===== src/design/csrPkg.sv =====
`default_nettype none

package csrPkg;

    localparam int TIMER_N = 20;

    // instruction classes and subtypes
    localparam logic [3:0] TYPE_PRIV = 4'd3;
    localparam logic [3:0] TYPE_LLW  = 4'd6;
    localparam logic [4:0] SUB_LOAD  = 5'd0;

    localparam logic [4:0] SUB_TRAP    = 5'd0;
    localparam logic [4:0] SUB_ERTN    = 5'd6;
    localparam logic [4:0] SUB_IDLE    = 5'd7;
    localparam logic [4:0] SUB_CSRRD   = 5'd8;
    localparam logic [4:0] SUB_CSRWR   = 5'd9;
    localparam logic [4:0] SUB_CSRXCHG = 5'd10;

    // exception codes
    localparam logic [5:0] ECODE_INT  = 6'h00;
    localparam logic [5:0] ECODE_ADE  = 6'h08;
    localparam logic [5:0] ECODE_SYS  = 6'h0b;
    localparam logic [5:0] ECODE_BRK  = 6'h0c;
    localparam logic [5:0] ECODE_INE  = 6'h0d;
    localparam logic [5:0] ECODE_TLBR = 6'h3f;
    localparam logic [8:0] ESUB_ADEF  = 9'h000;

    // CSR numbers
    localparam logic [13:0] CSR_CRMD      = 14'h000;
    localparam logic [13:0] CSR_PRMD      = 14'h001;
    localparam logic [13:0] CSR_EUEN      = 14'h002;
    localparam logic [13:0] CSR_ECFG      = 14'h004;
    localparam logic [13:0] CSR_ESTAT     = 14'h005;
    localparam logic [13:0] CSR_ERA       = 14'h006;
    localparam logic [13:0] CSR_BADV      = 14'h007;
    localparam logic [13:0] CSR_EENTRY    = 14'h00c;
    localparam logic [13:0] CSR_ASID      = 14'h018;
    localparam logic [13:0] CSR_CPUID     = 14'h020;
    localparam logic [13:0] CSR_SAVE0     = 14'h030;
    localparam logic [13:0] CSR_SAVE1     = 14'h031;
    localparam logic [13:0] CSR_SAVE2     = 14'h032;
    localparam logic [13:0] CSR_SAVE3     = 14'h033;
    localparam logic [13:0] CSR_TID       = 14'h040;
    localparam logic [13:0] CSR_TCFG      = 14'h041;
    localparam logic [13:0] CSR_TVAL      = 14'h042;
    localparam logic [13:0] CSR_TICLR     = 14'h044;
    localparam logic [13:0] CSR_LLBCTL    = 14'h060;
    localparam logic [13:0] CSR_TLBRENTRY = 14'h088;
    localparam logic [13:0] CSR_DMW0      = 14'h180;
    localparam logic [13:0] CSR_DMW1      = 14'h181;

    // PLV 0, IE 0, DA 1
    localparam logic [8:0]  CRMD_RESET = 9'h008;
    // bit 10 of ECFG is reserved
    localparam logic [12:0] ECFG_WMASK = 13'h1bff;
    // VSEG, PSEG, MAT, PLV3, PLV0
    localparam logic [31:0] DMW_WMASK  = 32'hee00_0039;
    localparam logic [7:0]  ASID_BITS  = 8'd10;

    // argument word, either a CSR number or an exception code pair
    typedef union packed {
        struct packed {
            logic [1:0]  pad;
            logic [13:0] num;
        } csr;
        struct packed {
            logic       pad;
            logic [8:0] esub;
            logic [5:0] ecode;
        } excp;
    } excpArg_t;

endpackage

`default_nettype wire


===== src/design/csrControl.sv =====
`timescale 1ns/1ps
`default_nettype none

module csrControl import csrPkg::*; (
    input  wire           clk,
    input  wire           rstn,
    input  wire           pipeStall,
    input  wire           pipeFlush,
    input  wire [3:0]     instType,
    input  wire [4:0]     instSubtype,
    input  wire excpArg_t excpArg,
    input  wire           intPending,
    output logic          doWrite,
    output logic          doTrap,
    output logic          doErtn,
    output logic          doLl,
    output logic [5:0]    trapEcode,
    output logic [8:0]    trapEsub,
    output logic          flush,
    output logic          clkStall
);

    logic isPriv;
    logic isLlw;
    logic accept;
    logic privOp;
    logic enterIdle;

    assign isPriv = instType == TYPE_PRIV;
    assign isLlw  = (instType == TYPE_LLW) && (instSubtype == SUB_LOAD);
    assign accept = (isPriv || isLlw) && !pipeStall && !pipeFlush;

    // a pending interrupt preempts whatever the pipeline presents
    assign privOp = accept && isPriv && !intPending;
    assign doLl   = accept && isLlw && !intPending;

    always_comb
    begin
        doTrap    = intPending;
        doErtn    = 1'b0;
        doWrite   = 1'b0;
        enterIdle = 1'b0;
        if (privOp)
        begin
            case (instSubtype)
                SUB_TRAP:
                    doTrap = 1'b1;
                SUB_ERTN:
                    doErtn = 1'b1;
                SUB_IDLE:
                    enterIdle = 1'b1;
                SUB_CSRWR, SUB_CSRXCHG:
                    doWrite = 1'b1;
                // csrrd only reads, the mux is combinational
                default:
                    doWrite = 1'b0;
            endcase
        end
    end

    assign trapEcode = intPending ? ECODE_INT : excpArg.excp.ecode;
    assign trapEsub  = intPending ? 9'd0 : excpArg.excp.esub;

    assign flush = doTrap || doErtn;

    // clock held off from idle until an interrupt is taken
    always_ff @(posedge clk)
    begin
        if (!rstn)
            clkStall <= 1'b0;
        else if (intPending)
            clkStall <= 1'b0;
        else if (enterIdle)
            clkStall <= 1'b1;
    end

endmodule

`default_nettype wire


===== src/design/csrRegFile.sv =====
`timescale 1ns/1ps
`default_nettype none

module csrRegFile import csrPkg::*; (
    input  wire                 clk,
    input  wire                 rstn,
    input  wire excpArg_t       excpArg,
    input  wire [31:0]          wrData,
    input  wire [31:0]          wrMask,
    input  wire [31:0]          inPc,
    input  wire [8:0]           hwInt,
    input  wire                 doWrite,
    input  wire                 doTrap,
    input  wire                 doErtn,
    input  wire                 doLl,
    input  wire [5:0]           trapEcode,
    input  wire [8:0]           trapEsub,
    input  wire [TIMER_N-1:0]   tval,
    input  wire                 timerInt,
    input  wire [31:0]          badvNext,
    output logic [31:0]         rdData,
    output logic                intPending,
    output logic [TIMER_N-1:0]  tcfg,
    output logic                tiClear,
    output logic [31:0]         era,
    output logic [31:0]         eentry,
    output logic [31:0]         tlbrentry,
    output logic [8:0]          crmd,
    output logic                llBit,
    output logic [9:0]          asid,
    output logic [31:0]         dmw0,
    output logic [31:0]         dmw1
);

    logic [13:0] csrNum;
    logic [2:0]  prmd;
    logic        euen;
    logic [12:0] ecfg;
    logic [1:0]  estatIs;
    logic [5:0]  estatEcode;
    logic [8:0]  estatEsub;
    logic [31:0] badv;
    logic [25:0] eentryBase;
    logic [25:0] tlbrBase;
    logic [31:0] save [0:3];
    logic [31:0] tid;
    logic        llbKlo;
    logic [12:0] pendBits;
    logic [31:0] estat;
    logic [31:0] wrValue;

    assign csrNum = excpArg.csr.num;

    // IPI, timer, reserved, hardware lines, software lines
    assign pendBits   = {hwInt[8], timerInt, 1'b0, hwInt[7:0], estatIs};
    assign estat      = {1'b0, estatEsub, estatEcode, 3'b000, pendBits};
    assign intPending = crmd[2] && |(pendBits & ecfg);

    assign eentry    = {eentryBase, 6'b0};
    assign tlbrentry = {tlbrBase, 6'b0};

    always_comb
    begin
        case (csrNum)
            CSR_CRMD:      rdData = {23'b0, crmd};
            CSR_PRMD:      rdData = {29'b0, prmd};
            CSR_EUEN:      rdData = {31'b0, euen};
            CSR_ECFG:      rdData = {19'b0, ecfg};
            CSR_ESTAT:     rdData = estat;
            CSR_ERA:       rdData = era;
            CSR_BADV:      rdData = badv;
            CSR_EENTRY:    rdData = eentry;
            CSR_ASID:      rdData = {8'b0, ASID_BITS, 6'b0, asid};
            CSR_SAVE0, CSR_SAVE1, CSR_SAVE2, CSR_SAVE3:
                rdData = save[csrNum[1:0]];
            CSR_TID:       rdData = tid;
            CSR_TCFG:      rdData = {{(32 - TIMER_N){1'b0}}, tcfg};
            CSR_TVAL:      rdData = {{(32 - TIMER_N){1'b0}}, tval};
            CSR_LLBCTL:    rdData = {29'b0, llbKlo, 1'b0, llBit};
            CSR_TLBRENTRY: rdData = tlbrentry;
            CSR_DMW0:      rdData = dmw0;
            CSR_DMW1:      rdData = dmw1;
            // CPUID and TICLR read as zero
            default:       rdData = 32'b0;
        endcase
    end

    // csrwr comes with an all-ones mask from the pipeline
    assign wrValue = (rdData & ~wrMask) | (wrData & wrMask);
    assign tiClear = doWrite && (csrNum == CSR_TICLR) && wrValue[0];

    always_ff @(posedge clk)
    begin
        if (!rstn)
        begin
            crmd       <= CRMD_RESET;
            prmd       <= 3'b0;
            euen       <= 1'b0;
            ecfg       <= 13'b0;
            estatIs    <= 2'b0;
            estatEcode <= 6'b0;
            estatEsub  <= 9'b0;
            tcfg       <= '0;
            llBit      <= 1'b0;
            llbKlo     <= 1'b0;
            asid       <= 10'b0;
            dmw0       <= 32'b0;
            dmw1       <= 32'b0;
        end
        else if (doTrap)
        begin
            prmd       <= crmd[2:0];
            crmd[2:0]  <= 3'b0;
            estatEcode <= trapEcode;
            estatEsub  <= trapEsub;
            // refill runs untranslated
            if (trapEcode == ECODE_TLBR)
                crmd[4:3] <= 2'b01;
        end
        else if (doErtn)
        begin
            crmd[2:0] <= prmd;
            crmd[4:3] <= (estatEcode == ECODE_TLBR) ? 2'b10 : 2'b01;
            llbKlo    <= 1'b0;
            if (!llbKlo)
                llBit <= 1'b0;
        end
        else if (doLl)
            llBit <= 1'b1;
        else if (doWrite)
        begin
            case (csrNum)
                CSR_CRMD:
                begin
                    crmd[2:0] <= wrValue[2:0];
                    crmd[8:5] <= wrValue[8:5];
                    // DA and PG must stay exclusive
                    if (wrValue[4] ^ wrValue[3])
                        crmd[4:3] <= wrValue[4:3];
                end
                CSR_PRMD:  prmd <= wrValue[2:0];
                CSR_EUEN:  euen <= wrValue[0];
                CSR_ECFG:  ecfg <= wrValue[12:0] & ECFG_WMASK;
                CSR_ESTAT: estatIs <= wrValue[1:0];
                CSR_TCFG:  tcfg <= wrValue[TIMER_N-1:0];
                CSR_ASID:  asid <= wrValue[9:0];
                CSR_DMW0:  dmw0 <= wrValue & DMW_WMASK;
                CSR_DMW1:  dmw1 <= wrValue & DMW_WMASK;
                CSR_LLBCTL:
                begin
                    if (wrValue[1])
                        llBit <= 1'b0;
                    llbKlo <= wrValue[2];
                end
                default:   llbKlo <= llbKlo;
            endcase
        end
    end

    always_ff @(posedge clk)
    begin
        if (doTrap)
        begin
            era  <= inPc;
            badv <= badvNext;
        end
        else if (doWrite)
        begin
            case (csrNum)
                CSR_ERA:       era <= wrValue;
                CSR_BADV:      badv <= wrValue;
                CSR_EENTRY:    eentryBase <= wrValue[31:6];
                CSR_TLBRENTRY: tlbrBase <= wrValue[31:6];
                CSR_TID:       tid <= wrValue;
                CSR_SAVE0, CSR_SAVE1, CSR_SAVE2, CSR_SAVE3:
                    save[csrNum[1:0]] <= wrValue;
                default:       tid <= tid;
            endcase
        end
    end

endmodule

`default_nettype wire


===== src/design/csrTimer.sv =====
`timescale 1ns/1ps
`default_nettype none

module csrTimer import csrPkg::*; (
    input  wire                 clk,
    input  wire                 rstn,
    input  wire [TIMER_N-1:0]   tcfg,
    input  wire                 tiClear,
    output logic [TIMER_N-1:0]  tval,
    output logic                timerInt
);

    logic [TIMER_N-1:0] tcfgLast;
    logic [TIMER_N-1:0] initVal;
    logic               enable;
    logic               periodic;
    logic               load;

    assign enable   = tcfg[0];
    assign periodic = tcfg[1];
    assign initVal  = {tcfg[TIMER_N-1:2], 2'b00};

    // a newly written configuration restarts the count
    assign load = enable && (tcfg != tcfgLast);

    always_ff @(posedge clk)
    begin
        if (!rstn)
        begin
            tval     <= '0;
            timerInt <= 1'b0;
            tcfgLast <= '0;
        end
        else
        begin
            tcfgLast <= tcfg;
            // clear wins over a new expiry
            if (tiClear)
                timerInt <= 1'b0;
            else if (enable && tval == 1)
                timerInt <= 1'b1;
            if (load)
                tval <= initVal;
            else if (enable && tval != 0)
                tval <= tval - 1'b1;
            else if (enable && periodic)
                tval <= initVal;
        end
    end

endmodule

`default_nettype wire


===== src/design/csrTrapVector.sv =====
`timescale 1ns/1ps
`default_nettype none

module csrTrapVector import csrPkg::*; (
    input  wire         doErtn,
    input  wire [5:0]   trapEcode,
    input  wire [8:0]   trapEsub,
    input  wire [31:0]  era,
    input  wire [31:0]  eentry,
    input  wire [31:0]  tlbrentry,
    input  wire [31:0]  inPc,
    input  wire [31:0]  evAddr,
    output logic [31:0] targetPc,
    output logic [31:0] badvNext
);

    logic fetchFault;

    // refill has its own entry
    always_comb
    begin
        if (doErtn)
            targetPc = era;
        else if (trapEcode == ECODE_TLBR)
            targetPc = tlbrentry;
        else
            targetPc = eentry;
    end

    // fetch address error reports the faulting pc itself
    assign fetchFault = (trapEcode == ECODE_ADE) && (trapEsub == ESUB_ADEF);
    assign badvNext   = fetchFault ? inPc : evAddr;

endmodule

`default_nettype wire


===== src/design/csrUnit.sv =====
`timescale 1ns/1ps
`default_nettype none

module csrUnit import csrPkg::*; (
    input  wire           clk,
    input  wire           rstn,
    input  wire           pipeStall,
    input  wire           pipeFlush,
    input  wire [3:0]     instType,
    input  wire [4:0]     instSubtype,
    input  wire excpArg_t excpArg,
    input  wire [31:0]    wrData,
    input  wire [31:0]    wrMask,
    input  wire [31:0]    inPc,
    input  wire [31:0]    evAddr,
    input  wire [8:0]     hwInt,
    output logic [31:0]   rdData,
    output logic          flush,
    output logic [31:0]   targetPc,
    output logic          clkStall,
    output logic [8:0]    crmd,
    output logic          llBit,
    output logic [9:0]    asid,
    output logic [31:0]   dmw0,
    output logic [31:0]   dmw1
);

    logic               doWrite;
    logic               doTrap;
    logic               doErtn;
    logic               doLl;
    logic [5:0]         trapEcode;
    logic [8:0]         trapEsub;
    logic               intPending;
    logic [TIMER_N-1:0] tcfg;
    logic               tiClear;
    logic [TIMER_N-1:0] tval;
    logic               timerInt;
    logic [31:0]        era;
    logic [31:0]        eentry;
    logic [31:0]        tlbrentry;
    logic [31:0]        badvNext;

    csrControl i_control (
        .clk         (clk),
        .rstn        (rstn),
        .pipeStall   (pipeStall),
        .pipeFlush   (pipeFlush),
        .instType    (instType),
        .instSubtype (instSubtype),
        .excpArg     (excpArg),
        .intPending  (intPending),
        .doWrite     (doWrite),
        .doTrap      (doTrap),
        .doErtn      (doErtn),
        .doLl        (doLl),
        .trapEcode   (trapEcode),
        .trapEsub    (trapEsub),
        .flush       (flush),
        .clkStall    (clkStall)
    );

    csrRegFile i_regFile (
        .clk        (clk),
        .rstn       (rstn),
        .excpArg    (excpArg),
        .wrData     (wrData),
        .wrMask     (wrMask),
        .inPc       (inPc),
        .hwInt      (hwInt),
        .doWrite    (doWrite),
        .doTrap     (doTrap),
        .doErtn     (doErtn),
        .doLl       (doLl),
        .trapEcode  (trapEcode),
        .trapEsub   (trapEsub),
        .tval       (tval),
        .timerInt   (timerInt),
        .badvNext   (badvNext),
        .rdData     (rdData),
        .intPending (intPending),
        .tcfg       (tcfg),
        .tiClear    (tiClear),
        .era        (era),
        .eentry     (eentry),
        .tlbrentry  (tlbrentry),
        .crmd       (crmd),
        .llBit      (llBit),
        .asid       (asid),
        .dmw0       (dmw0),
        .dmw1       (dmw1)
    );

    csrTimer i_timer (
        .clk      (clk),
        .rstn     (rstn),
        .tcfg     (tcfg),
        .tiClear  (tiClear),
        .tval     (tval),
        .timerInt (timerInt)
    );

    csrTrapVector i_trapVector (
        .doErtn    (doErtn),
        .trapEcode (trapEcode),
        .trapEsub  (trapEsub),
        .era       (era),
        .eentry    (eentry),
        .tlbrentry (tlbrentry),
        .inPc      (inPc),
        .evAddr    (evAddr),
        .targetPc  (targetPc),
        .badvNext  (badvNext)
    );

endmodule

`default_nettype wire


===== config.mk =====
export PLATFORM = sky130hd
export DESIGN_NAME = csrUnit
export DESIGN_NICKNAME = d
export VERILOG_FILES = /design/src/design/csrPkg.sv /design/src/design/csrControl.sv /design/src/design/csrRegFile.sv /design/src/design/csrTimer.sv /design/src/design/csrTrapVector.sv /design/src/design/csrUnit.sv
export SDC_FILE = /design/constraint.sdc
export NUM_CORES = 1
export LEC_CHECK = 0
export ABC_AREA = 1
export BUFFER_PORTS_ARGS = -buffer_cell sky130_fd_sc_hd__clkbuf_2
export CAP_MARGIN = 40
export CORE_MARGIN = 8
export CORE_UTILIZATION = 45
export CTS_BUF_LIST = sky130_fd_sc_hd__clkbuf_16
export DETAILED_ROUTE_END_ITERATION = 8
export HOLD_SLACK_MARGIN = 0.02
export PLACE_DENSITY = 0.66
export REMOVE_ABC_BUFFERS = 1
export SETUP_SLACK_MARGIN = 0.1
export SLEW_MARGIN = 15
export SYNTH_ARGS = -nofsm -noshare
export SYNTH_HDL_FRONTEND = slang
export SYNTH_SLANG_ARGS = --single-unit
export TNS_END_PERCENT = 10

===== constraint.sdc =====
create_clock -name clk -period 5.1 [get_ports clk]
set_input_delay 0.51 -clock clk [delete_from_list [all_inputs] [get_ports clk]]
set_output_delay 0.51 -clock clk [all_outputs]
set_load 0.05 [all_outputs]

Word level (Yosys, flattened, before mapping)
Memory sizes are Yosys's and may differ from the RTL's.
Cells that the tools add are included.
{ "totals": {"reg_bits": 284, "mem_bits_rw": 128, "in_bits": 166, "output_inout_bits": 150, "wordCells": 188, "mem_count": 1} }
{ "op_classes": {"add_sub_neg": 1, "eq_ne": 37, "muxes": 50, "bitwise_logic": 10, "reduce_logical": 64} }
{ "memory_table": {"columns": ["name", "depth", "word_bits", "rd", "rd_clocked_by_memory_dff", "write_ports", "line_no", "rtl"], "rows": [
  ["i_regFile.save", 4, 32, 1, 0, 1, "csrRegFile.sv:45", "logic [31:0] save [0:3];"]
]} }
{ "op_table": {"columns": ["op", "count"], "rows": [
  ["case mux 32 bit (17 select lines)", 1],
  ["two-way mux 32 bit", 9],
  ["equality test 14 x 7 -> 1 bit (second input constant)", 5],
  ["bitwise AND 32 bit", 2],
  ["two-way mux 20 bit", 3],
  ["equality test 14 x 3 -> 1 bit (second input constant)", 4],
  ["equality test 14 x 6 -> 1 bit (second input constant)", 4],
  ["AND reduction 5 bit", 10],
  ["NOT 32 bit", 1],
  ["OR 32 bit", 1],
  ["equality test 14 x 9 -> 1 bit (second input constant)", 2],
  ["two-way mux 5 bit", 5],
  ["two-way mux 1 bit", 22],
  ["nonzero test 3 bit", 7],
  ["equality test 20 x 1 -> 1 bit (second input constant)", 1],
  ["!= test 20 bit", 1],
  ["nonzero test 20 bit", 1],
  ["subtractor 20 x 1 -> 20 bit (second input constant)", 1],
  ["nonzero test 2 bit", 8],
  ["logical AND 1 bit", 15],
  ["two-way mux 3 bit", 5],
  ["equality test 14 x 1 -> 1 bit (second input constant)", 1],
  ["equality test 14 x 2 -> 1 bit (second input constant)", 1],
  ["equality test 14 x 4 -> 1 bit (second input constant)", 1],
  ["other kinds (28)", 51]
]} }

Longest topological paths before layout
{ "depth": {"word_depth": 12, "ltp_mapped": 17, "depth_no_buf": 17} }

By module
Synthesis repeated with hierarchy kept, for this count alone.
{ "unflattened": {"cells_unflattened": 2527, "hier_area_um2": 21644.5} }
{ "modules_own_cells": {"columns": ["mod", "instances", "cells_each", "area_each_um2", "seq_area_each_um2"], "rows": [
  ["csrRegFile", 1, 1674, 16975.0, 10169.8],
  ["csrTimer", 1, 416, 2736.4, 820.8],
  ["csrTrapVector", 1, 368, 1599.0, 0.0],
  ["csrControl", 1, 69, 334.1, 20.0]
]} }

Least setup slack after synthesis
OpenSTA, ideal clock, no wires.
{ "synth_timing": {"path_type": "input to register", "startpoint": "input port hwInt[4]", "endpoint": "register i_regFile.tlbrBase[0], enable pin", "setup_ns": 0.475, "arrival_ns": 3.936, "required_time_ns": 4.625, "setup_slack_ns": 0.689, "path_stages": 9, "n_path_buf": 1, "path_cell_list": "nand2_1 nand4_1 nand3b_1 nand2_2 nand2_1 inv_2 nand2_1 buf_2 nor4_1"} }
{ "synth_via": {"elab_chain_len": 8, "elab_cells_between_ends": 10, "classes_between": "3 x mux; 2 x bitwise; 5 x reduce/logical"} }
{ "synth_rtl": {"columns": ["element", "line_no", "rtl"], "rows": [
  ["start, declared", "csrUnit.sv:16", "input wire [8:0] hwInt,"],
  ["bitwise AND 13 bit (*)", "csrRegFile.sv:57", "assign intPending = crmd[2] && |(pendBits & ecfg);"],
  ["OR reduction 13 bit (*)", "csrRegFile.sv:57", null],
  ["logical AND 1 bit (*)", "csrRegFile.sv:57", null],
  ["logical NOT 1 bit", "csrControl.sv:34", "assign privOp = accept && isPriv && !intPending;"],
  ["logical AND 1 bit", "csrControl.sv:34", null],
  ["two-way mux 1 bit", "csrControl.sv:43", "if (privOp)"],
  ["NOT 1 bit (no line)", null, null],
  ["AND reduction 3 bit (no line) (*)", null, null],
  ["end signal, assigned", "csrRegFile.sv:173", "CSR_TLBRENTRY: tlbrBase <= wrValue[31:6];"],
  ["end, declared", "csrRegFile.sv:44", "logic [25:0] tlbrBase;"]
]} }
Mark *: on every way between the ends. The rest lies on a longest branch, timed or not.
A chain may end at the register's enable or synchronous reset.

Worst setup path after layout
{ "layout_timing": {"startpoint": "register i_regFile.ecfg[7]", "endpoint": "output port targetPc[17]"} }
{ "layout_via": {"elab_chain_len": 7, "elab_cells_between_ends": 10, "classes_between": "1 x eq/ne; 4 x mux; 1 x bitwise; 4 x reduce/logical"} }
{ "layout_rtl": {"columns": ["element", "line_no", "rtl"], "rows": [
  ["start, declared", "csrRegFile.sv:38", "logic [12:0] ecfg;"],
  ["start signal, assigned", "csrRegFile.sv:143", "CSR_ECFG: ecfg <= wrValue[12:0] & ECFG_WMASK;"],
  ["bitwise AND 13 bit (*)", "csrRegFile.sv:57", null],
  ["OR reduction 13 bit (*)", "csrRegFile.sv:57", null],
  ["logical AND 1 bit (*)", "csrRegFile.sv:57", null],
  ["two-way mux 6 bit / logical NOT 1 bit (equally long branches)", "csrControl.sv:61, csrControl.sv:34", null],
  ["equality test 6 bit / logical AND 1 bit (equally long branches)", "csrTrapVector.sv:24, csrControl.sv:34", null],
  ["two-way mux 32 bit / two-way mux 1 bit (equally long branches)", "csrTrapVector.sv:24, csrControl.sv:43", null],
  ["two-way mux 32 bit (*)", "csrTrapVector.sv:22", "if (doErtn)"],
  ["end, declared", "csrUnit.sv:19", "output logic [31:0] targetPc,"]
]} }
Marks and branches as above.

==> flow_summary.yaml <==
sta:
  hold_viol_final: 0
  min_period_ps: 4240
  rsz0062_at_grt: "false"
  timing.final.crit_share_pct: 83.1
  tightest_slew_ps: 909
  skew_ps: 18.4
  clock.fmax_mhz: 236
  setup_ws_ps: 860
  relSlewSlack_pct: 39.3
  finalSetupViolCount: 0
  drv_slew: 0
  tns_ps: 0
floorplan:
  dieArea_um2: 51700
  initial_core_util_pct: 45.5
  coreArea_um2: 44200
  boundaryPins: 316
  die_w_um: 227
  dieHeight_um: 227
  rows: 77
clock_network:
  htreeDepth: 2
  cts_buffers: 42
  root_buffer: "clkbuf_16"
  cts.hold.buffers_added: 0
  cts_setup_buffers: 0
  path_clk_slew_ps: 60
  cts_resized: 0
  cts_tree: "built"
  worstSkewPairLatency_ps: 580
  numClockSinks: 412
  cts_buffer_depth: 3
logic_synthesis:
  ys_seq_elements: 412
  synth_area_um2: 20100
  yosysSeqAreaShare_pct: 54.7
  synth_cell_types: 58
  synth_cells: 2256
  synth_edf_count: 276
  synth_top_area_cell: "edfxtp_1"
  synth_flop_cell: "edfxtp_1"
  syn_avg_cell_area_um2: 8.92
  synth.top_cell.area_share_pct: 41.2
  async_flop_share_pct: 0
  synthTopCellsByArea: "edfxtp_1 41%, dfxtp_1 14%, nand2_1 10%"
  ys_warn_count: 0
setup_path:
  crit_type: "register to output pin"
  slowest_stage: "nand2_2"
  worstPathCellList: "nand2_1 -> nand4_1 -> nand3b_1 -> nand2_2 -> nand3_2 -> buf_4 -> nand2_1 -> o21ai_0 -> o21ai_0 -> clkbuf_2"
  worstReg2RegStart: "i_regFile.ecfg[7]"
  cp-end-kind: "output pin"
  regToRegEndpoint: "i_regFile.asid[4]"
  critPathArrivalTime_ps: 3730
  crit_required_ps: 4590
  worst-path-buf-inv: 2
  cpLargestDelayFamily: "simple AND/OR/NAND/NOR gates"
  reg2reg_depth: 13
  rrSetupSlack_ps: 1630
  crit_fanout: 23
  critPathMaxStageDelay_ps: 580
  start_kind: "register"
hold_path:
  hold_path_depth: 3
  holdCritStartpoint: "excpArg[8]"
  hold_class: "input port to register"
  whs_endpoint: "i_regFile.estatEsub[2]"
detailed_routing:
  totalWireLength_mm: 69.9
  drtPass1Iterations: 6
  avgRoutedWirePerCell_um: 22.2
  drc: 0
  viasPerCell: 5.61
  antenna_left: 0
  num_vias: 17700
  drt_iter0_markers: 1801
power:
  p_leak_nw: 9.74
  power.density_nw_per_um2: 297
  ir_drop_mv: 0.207
layout:
  layout_commonest_cell: "nand2_1"
  nets: 2687
  drive_above_1_share_pct: 20.4
  final_cell_mix: "546 x nand2_1, 276 x edfxtp_1, 269 x clkbuf_2"
  fin_util_pct: 52.9
  area_growth_pct: 16.3
placed_design:
  gp_congestion: 0.926
  port_buffers: 270
  post-place-ws_ps: 1160
  hpwlAfterDp_mm: 48.7
status:
  run_status: "finished, final reports clean"
grt:
  grt_antenna_before_repair: 3
  grt_pass1_wl_mm: 102
  grt.total_usage_pct: 26.2
  grt_overflow_total: 0
  grt_max_degree: 73
  grt_pass1_vias: 16700
flow_run:
  drv_cap: 0
## worst register-to-register path, cell delays in order (launching register included)
cell	delay [ps]
dfxtp_1	320
nand2_1	120
nand4_1	160
nand3b_1	210
nand2_2	580
nand2_1	180
inv_2	110
nand2_1	170
buf_8	230
buf_4	180
nor2_1	570
buf_4	320
o21ai_0	90
a21oi_1	160
## cells in the mapped netlist (11+ instances only)
| cell type | count |
|---|---|
| o211ai_1 | 11 |
| nand2_1 | 547 |
| a22oi_1 | 11 |
| nand4_1 | 43 |
| a221oi_1 | 33 |
| o21ai_1 | 21 |
| inv_1 | 207 |
| or2_2 | 25 |
| buf_4 | 59 |
| nand2_2 | 16 |
| buf_2 | 15 |
| nor3_1 | 16 |
| o22ai_1 | 16 |
| edfxtp_1 | 276 |
| nor2_2 | 12 |
| clkbuf_1 | 59 |
| nand3_1 | 88 |
| xor2_1 | 12 |
| inv_2 | 37 |
| a22o_1 | 13 |
| dfxtp_1 | 136 |
| a31oi_1 | 30 |
| nor2_1 | 131 |
| o21ai_0 | 216 |
| a21oi_1 | 126 |
## cell families after synthesis
group                    synth area share (%)
multiplexers                            0.746
AO/OA/AOI/OAI                            14.7
adder cells (fa/ha/maj)                 0.187
flip-flops                               54.7
AND/OR/NAND/NOR                          20.0
XOR/XNOR                                0.784
other                                  0.0186
buffers and inverters                    8.88
## worst max-delay path by stage
stage	start	to	slack, ps	depth (start not counted)
floorplan	hwInt[4]	i_regFile.badv[0]	90	7
global placement	hwInt[5]	i_regFile.asid[5]	1100	13
detailed placement	hwInt[5]	targetPc[13]	1160	11
CTS	i_regFile.ecfg[7]	targetPc[13]	870	10
global route	i_regFile.ecfg[7]	targetPc[16]	730	12
finish	i_regFile.ecfg[7]	targetPc[17]	860	10
## power by group
part	switching [mW]	internal, mW	leakage, nW	total (mW)
logic	0.285	0.109	5.70	0.395
clock network	1.33	1.66	0.683	2.99
registers	0.000212	3.56	3.36	3.56
total	1.61	5.33	9.74	6.94
## cell type report
cell class                      count  area [um^2]
Tap cell                          592          741
Fill cell                        4027        20800
Inverter                          247          931
Clock buffer                       42         1050
Antenna cell                        2         5.00
Timing Repair Buffer              319         1860
Multi-Input combinational cell   1496         7550
Clock inverter                     36          258
Sequential cell                   412        11000
## flip-flops by register name (all words and copies together), names as in the netlist, 2 cells and up
register and cells:
i_regFile.ecfg 12, i_timer.tval 20, i_timer.tcfgLast 20, i_regFile.tid 32
i_regFile.crmd 9, i_regFile.dmw0 10, i_regFile.eentryBase 26, i_regFile.dmw1 10
i_regFile.era 32, i_regFile.prmd 3, i_regFile.tlbrBase 26, i_regFile.estatEcode 6
i_regFile.estatIs 2, i_regFile.asid 10, i_regFile.badv 32, i_regFile.tcfg 20
i_regFile.estatEsub 9, i_regFile.save 128
## metrics by stage
| stage | instance area [um^2] | hold slack [ps] | power (mW) | std cells |
|---|---|---|---|---|
| after global routing | 23400 | 210 | 7.13 | 3145 |
| after floorplan | 19400 | 417 | 3.86 | 2155 |
| after global placement | 22000 | 427 | 4.01 | 3060 |
| after CTS | 23400 | 177 | 6.97 | 3143 |
| final | 23400 | 201 | 6.94 | 3146 |
| after detailed placement | 22100 | 429 | 4.02 | 3065 |
## routing by layer
layer,GRT usage (%),wire length (um)
met1,34.9,28100
met2,43.0,32800
met3,4.30,6860
met4,9.50,2060
met5,0,0
Note: power is estimated with default switching activity, not from simulation.
